`src/common/bram_pkg.sv`:
```
`default_nettype none

package bram_pkg;

    // ==================================================================
    // Array geometry
    // ==================================================================

    localparam int ROW_COUNT      = 512;  // Rows in the array
    localparam int ROW_LANES      = 4;    // Lanes per row
    localparam int LANE_BITS      = 9;    // Data byte plus parity
    localparam int ROW_ADDR_BITS  = 9;    // log2 of ROW_COUNT

    // Port address, counted in port words
    // A port of L lanes packs 4/L words in one row
    localparam int PORT_ADDR_BITS = 11;

    // ==================================================================
    // Lane and row types
    // ==================================================================

    // One storage lane
    typedef struct packed {
        logic       parity;
        logic [7:0] data;
    } lane_t;

    // Full row, lane 0 in the low bits
    typedef lane_t [ROW_LANES-1:0] row_t;

    // One write enable per lane
    typedef logic [ROW_LANES-1:0] lane_mask_t;

    // ==================================================================
    // Port request
    // ==================================================================

    // One-cycle strobe, a new request may follow every cycle
    typedef struct packed {
        logic                      en;     // Request strobe
        lane_mask_t                we;     // Narrow ports use the low bits
        logic                      srst;   // Load SRVAL into the output regs
        logic                      regce;  // Second register enable
        logic [PORT_ADDR_BITS-1:0] addr;
        row_t                      wdata;  // Narrow ports use the low lanes
    } port_req_t;

    // Read result on a same-port write
    typedef enum logic {
        WRITE_FIRST,  // New lanes show up on the read
        READ_FIRST    // Old row content is returned
    } write_mode_e;

endpackage

`default_nettype wire

```
`src/source/read_pipe.sv`:
```
`default_nettype none

module read_pipe #(
    parameter type      payload_t = logic [8:0],
    parameter int       OUT_REG   = 0,
    parameter payload_t SRVAL     = '0
) (
    input  logic     CLKA,
    input  logic     rst,
    input  logic     load,
    input  logic     srst,
    input  logic     regce,
    input  payload_t din,
    output payload_t dout
);

    // ==================================================================
    // First stage, the read register
    // ==================================================================

    payload_t stage1;

    always_ff @(posedge CLKA or posedge rst) begin
        if (rst) begin
            stage1 <= '0;
        end else if (load) begin
            stage1 <= srst ? SRVAL : din;  // srst beats data
        end
    end

    // ==================================================================
    // Optional second stage
    // ==================================================================

    generate
        if (OUT_REG != 0) begin : g_out_reg
            payload_t stage2;

            // Own enable, independent of load
            always_ff @(posedge CLKA or posedge rst) begin
                if (rst) begin
                    stage2 <= '0;
                end else if (regce) begin
                    stage2 <= srst ? SRVAL : stage1;
                end
            end

            assign dout = stage2;
        end else begin : g_no_out_reg
            assign dout = stage1;  // Single-cycle latency
        end
    endgenerate

endmodule

`default_nettype wire

```
`src/bram_port/bram_port.sv`:
```
`default_nettype none

module bram_port #(
    parameter type                   payload_t  = bram_pkg::row_t,
    parameter int                    LANES      = 4,
    parameter bram_pkg::write_mode_e WRITE_MODE = bram_pkg::WRITE_FIRST,
    parameter int                    OUT_REG    = 0,
    parameter payload_t              SRVAL      = '0
) (
    input  logic                               CLKA,
    input  logic                               rst,
    input  bram_pkg::port_req_t                req,
    output logic [bram_pkg::ROW_ADDR_BITS-1:0] row,
    output bram_pkg::lane_mask_t               mask,
    output bram_pkg::row_t                     wrow,
    input  bram_pkg::row_t                     rrow,
    output payload_t                           dout
);
    import bram_pkg::*;

    localparam int WORDS_PER_ROW = ROW_LANES / LANES;  // Port words in one row
    localparam int LANE_SEL_BITS = $clog2(ROW_LANES);

    // ==================================================================
    // Address split
    // ==================================================================

    logic [LANE_SEL_BITS-1:0] lane_base;  // First lane of the word

    // Row is the word address over the words per row
    assign row       = ROW_ADDR_BITS'(req.addr / WORDS_PER_ROW);
    assign lane_base = LANE_SEL_BITS'((req.addr % WORDS_PER_ROW) * LANES);

    // ==================================================================
    // Write placement
    // ==================================================================

    always_comb begin
        wrow = '0;
        mask = '0;
        for (int i = 0; i < LANES; i++) begin
            wrow[int'(lane_base) + i] = req.wdata[i];
            mask[int'(lane_base) + i] = req.en & req.we[i];
        end
    end

    // ==================================================================
    // Read extraction
    // ==================================================================

    lane_t [LANES-1:0] rd_lanes;
    payload_t          rd_word;

    always_comb begin
        for (int i = 0; i < LANES; i++) begin
            rd_lanes[i] = rrow[int'(lane_base) + i];
            // Write-first bypass, written lanes only
            if ((WRITE_MODE == WRITE_FIRST) && mask[int'(lane_base) + i]) begin
                rd_lanes[i] = req.wdata[i];
            end
        end
    end

    assign rd_word = payload_t'(rd_lanes);

    // ==================================================================
    // Output registers
    // ==================================================================

    read_pipe #(
        .payload_t (payload_t),
        .OUT_REG   (OUT_REG),
        .SRVAL     (SRVAL)
    ) read_pipe_inst (
        .CLKA  (CLKA),
        .rst   (rst),
        .load  (req.en),     // Capture on every request
        .srst  (req.srst),
        .regce (req.regce),
        .din   (rd_word),
        .dout  (dout)
    );

    // Payload type must match the lane count of the port
    payload_fits_lanes: assert property (
        @(posedge CLKA) ($bits(payload_t) == LANES * LANE_BITS)
                        && ((LANES == 1) || (LANES == 2) || (LANES == 4))
    ) else $error("Payload of %0d bits on a %0d-lane port", $bits(payload_t), LANES);

    // Request address must name a row inside the array
    addr_in_range: assert property (
        @(posedge CLKA) disable iff (rst)
        req.en |-> ((int'(req.addr) / WORDS_PER_ROW) < ROW_COUNT)
    ) else $error("Port address %0d lies beyond the last row", req.addr);

endmodule

`default_nettype wire

```
`config.mk`:
```
export PLATFORM = sky130hd
export DESIGN_NAME = bram_port
export DESIGN_NICKNAME = d
export VERILOG_FILES = /design/src/common/bram_pkg.sv /design/src/source/read_pipe.sv /design/src/bram_port/bram_port.sv
export SDC_FILE = /design/constraint.sdc
export NUM_CORES = 1
export LEC_CHECK = 0
export BUFFER_PORTS_ARGS = -buffer_cell sky130_fd_sc_hd__buf_2
export CAP_MARGIN = 15
export CORE_MARGIN = 8
export CORE_UTILIZATION = 44
export CTS_BUF_LIST = sky130_fd_sc_hd__clkbuf_8
export CTS_CLUSTER_SIZE = 24
export DETAILED_ROUTE_END_ITERATION = 10
export GPL_TIMING_DRIVEN = 0
export PLACE_DENSITY = 0.95
export SLEW_MARGIN = 5
export SYNTH_ARGS = -nofsm -noshare
export SYNTH_HDL_FRONTEND = slang
export SYNTH_SLANG_ARGS = --single-unit
```
`constraint.sdc`:
```
create_clock -name CLKA -period 2.41 [get_ports CLKA]
set_input_delay 0 -clock CLKA [delete_from_list [all_inputs] [get_ports CLKA]]
set_output_delay 0 -clock CLKA [all_outputs]
set_load 0.03 [all_outputs]
```
== Word-level counts from Yosys, hierarchy flattened ==
Index checks and enable logic that the tools add are counted.
Storage, ports and cells
  bits in registers: 36
  input port bits: 92
  output and inout bits: 85
  logic and storage cells: 17
Cells by class
  bitwise operators: 4
  muxes and demuxes: 5
Operators with widths (count)
  $mux 36: 1
  $mux 9: 4
  $and 1x1->1: 4

== Logic depth before layout (Yosys ltp) ==
  depth in word-level cells: 3
  mapped depth: 4
  gate-level depth less buffers: 2

== Cells and area by module ==
Synthesis repeated with hierarchy kept, for this count alone.
Unflattened totals
  cell total of the unflattened synthesis: 172
  area, all modules: 2084.5 µm²
Modules (own cells, without submodules)
  read_pipe: times used 1, area an instance 1301.2 µm², cells each 83, sequential area each 900.9 µm²
  bram_port: times used 1, area an instance 783.3 µm², cells each 89, sequential area each 0.0 µm²

== Worst setup path after synthesis ==
OpenSTA, ideal clock, no wires.
  path kind: register to register
  start point: reg, netlist name read_pipe_inst.dout[27]
  end point: reg read_pipe_inst.stage1, in the netlist read_pipe_inst.dout[27]
  arrival: 0.719 ns
  slack: 1.611 ns
  data required time: 2.330 ns
  cell stages (with the launch flop): 3
  path buffers: 0
  setup time: 0.080 ns
  period minus slack after synthesis: 0.799 ns
  path through: dfrtp_1 inv_1 o22ai_2
RTL lines
  end signal, assigned: line read_pipe.sv:27  | stage1 <= srst ? SRVAL : din;
  end, declared: line read_pipe.sv:21  | payload_t stage1;

== Final worst setup path ==
  start point: in rrow[19] (netlist bit)
  end point: reg read_pipe_inst.stage1, in the netlist read_pipe_inst.dout[19]
Between the ends
  longest elaborated chain between the ends: 2
Ends and longest elaborated chain
  start, declared: line bram_port.sv:16  | input bram_pkg::row_t rrow,
  $mux 9: line bram_port.sv:58  | if ((WRITE_MODE == WRITE_FIRST) && mask[int'(lane_base) + i]) begin
  $mux 36: line read_pipe.sv:27
Every way passes these cells.
A chain may end at the register's enable or synchronous reset.

==> impl_metrics.yaml <==
run_status:
  outcome: "finished, final reports clean"
setup_path:
  required_ns: 2.57
  endpoint_kind: "flip-flop"
  cp_slowest_cell: "dlygate4sd3_1"
  crit_path_start_kind: "primary input"
  cp_max_fo: 1
  path_class: "in2reg"
  arrival_ns: 1.48
  crit_top_cell: "dlygate4sd3_1"
  cp_cell_sequence: "dlygate4sd3_1 -> buf_2 -> mux2i_1 -> dlygate4sd3_1 -> o22ai_2"
  cp_slowest_stage_delay_ns: 0.60
job:
  drv_cap: 0
cts:
  cts.clk_slew.worst_paths_ns: 0.07
  cts.sinks: 36
  clk_latency_ns: 0.28
  cts_buffer_depth: 2
  cts-root-buf: "clkbuf_8"
  cts_tree: "done"
  post_cts_buffers: 0
  ctsHoldBuffers: 32
  cts.repair.resized: 0
  cts_buffers: 5
  htree_levels: 2
yosys:
  synth.most_common_cell: "buf_4"
  synth.net_count: 299
  synth.largest_area_cell: "dfrtp_1"
  synth_common_cells: "buf_4, inv_1, dfrtp_1, mux2i_1, o22ai_2"
  async_flop_share_pct: 100
  synthFlopType: "dfrtp_1"
  ys_ff_latch: 36
  avgSynthCellArea_um2: 10.9
  ys_seq_area_share_pct: 39.8
  yosys_warnings: 0
  synth.cell_area_um2: 2260
  synth_edf_count: 0
  synth_area_leaders: "dfrtp_1, o22ai_2, mux2i_1"
  yosys.area.top_type_share_pct: 39.8
  ys_types: 10
  synthCells: 207
routing:
  viasPerCell: 4.67
  wire_per_inst_um: 16.4
  dr.pass1.iters: 4
  wl_um: 7840
  vias: 2236
  drtIter0Drc: 38
  route.detailed.drc: 0
  final_antenna_net_count: 0
die:
  coreArea_um2: 5040
  die_w_um: 87.7
  row_count: 26
  die_area_um2: 7690
  die_y_um: 87.7
  start_util_pct: 44.9
  ios: 177
layout:
  final_cells: 479
  fin_util_pct: 70.7
  fillCellCount: 371
  final-seq-area_um2: 901
  multi_input_area_um2: 805
  largest_register_ffs: 36
  drive_gt1_share_pct: 62.4
  syn2layout_area_growth_pct: 57.6
  final_nets: 498
placed_design:
  place_hpwl_um: 5770
  gp_congestion: 0.755
  port_buffers: 160
  placed_cells: 437
power_and_ir_drop:
  power_density_nw_per_um2: 505
  power_uw: 1800
  ir_drop_uv: 289
  p_leak_uw: 0.00202
global_routing:
  grt-ovfl-total: 0
  grt_max_degree: 37
  grt_pass1_wl_um: 11900
  antenna_found_initial: 0
  grt_pass1_vias: 2542
  grt.total_usage_pct: 19.9
sta:
  fin_skew_ns: 0
  finalMaxSlewViolations: 0
  whs_ns: 0.000818
  rsz0062_at_grt: "false"
  worst_pin_slew_ns: 0.768
  period_needed_ns: 1.32
  setup_tns_ns: 0
  max_freq_mhz: 755
  hold_viol_final: 0
  relSlewSlack_pct: 48.7
  timing.final.crit_share_pct: 54.9
  setup_viol: 0
worst_hold_path:
  worstHoldPathType: "in2reg"
[worst max-delay path, delay by kind of cell]
family | cells | cell delay, ns
mux | 1 | 0.14
compound gates | 1 | 0.07
buf+inv | 3 | 1.26
[cell usage in the layout, fill, tap and decap left out, drive strengths merged]
cell type    instances
and2                 4
buf                217
clkbuf               6
dfrtp               36
diode                2
dlygate4sd3         32
inv                 39
mux2i               36
nand2b               1
o22ai               36
[stage by stage]
step	area [um^2]	setup WS (ns)
floorplan	2260	1.61
global placement	3150	1.07
detailed placement	3150	1.53
CTS	3560	1.18
global route	3560	1.08
finish	3570	1.09
[report_power, final]
part | total [uW] | internal, uW | switching [uW]
Combinational | 687 | 283 | 405
Sequential | 685 | 658 | 27.6
Clock | 430 | 225 | 205
[final timing paths]
check / start / endpoint / slack [ns] / cells after the start
worst min register to register: read_pipe_inst.dout[5] / read_pipe_inst.dout[5] / 0.53 / 2
worst max register to register: read_pipe_inst.dout[6] / read_pipe_inst.dout[6] / 1.76 / 2
min in group asynchronous: rst / read_pipe_inst.dout[19] / 0.40 / 3
worst max-delay path: rrow[19] / read_pipe_inst.dout[19] / 1.09 / 5
worst min-delay path: rrow[32] / read_pipe_inst.dout[32] / 0.0008 / 3
max in group asynchronous: rst / read_pipe_inst.dout[10] / 1.50 / 3
[final cells by class]
type	count	area share, %
antenna	2	0.140
buffer	57	11.8
clock buffer	6	2.31
clock inverter	2	0.210
inverter	37	3.89
multi-input combinational	77	22.6
sequential	36	25.3
tap	70	2.46
timing repair buffer	192	31.4
[layer usage]
layer / GRT usage, % / wire length [um] / vias up
li1: - / - / 1041
met1: 18.4 / 2650 / 1061
met2: 38.0 / 4250 / 117
met3: 7.32 / 735 / 17
met4: 7.97 / 199 / 0
met5: 0 / 0 / -
[cells by family (layout without fill, tap and decap cells)]
kind of cell | after synthesis | in the layout | share of synthesized area (%)
AOI/OAI and AO/OA | 36 | 36 | 18.2
and+or+nand+nor | 5 | 5 | 1.38
muxes | 36 | 36 | 15.9
DFF | 36 | 36 | 39.8
other | 0 | 2 | 0
buffers and inverters | 94 | 294 | 24.7
No activity file was read; power rests on OpenSTA's default activity.
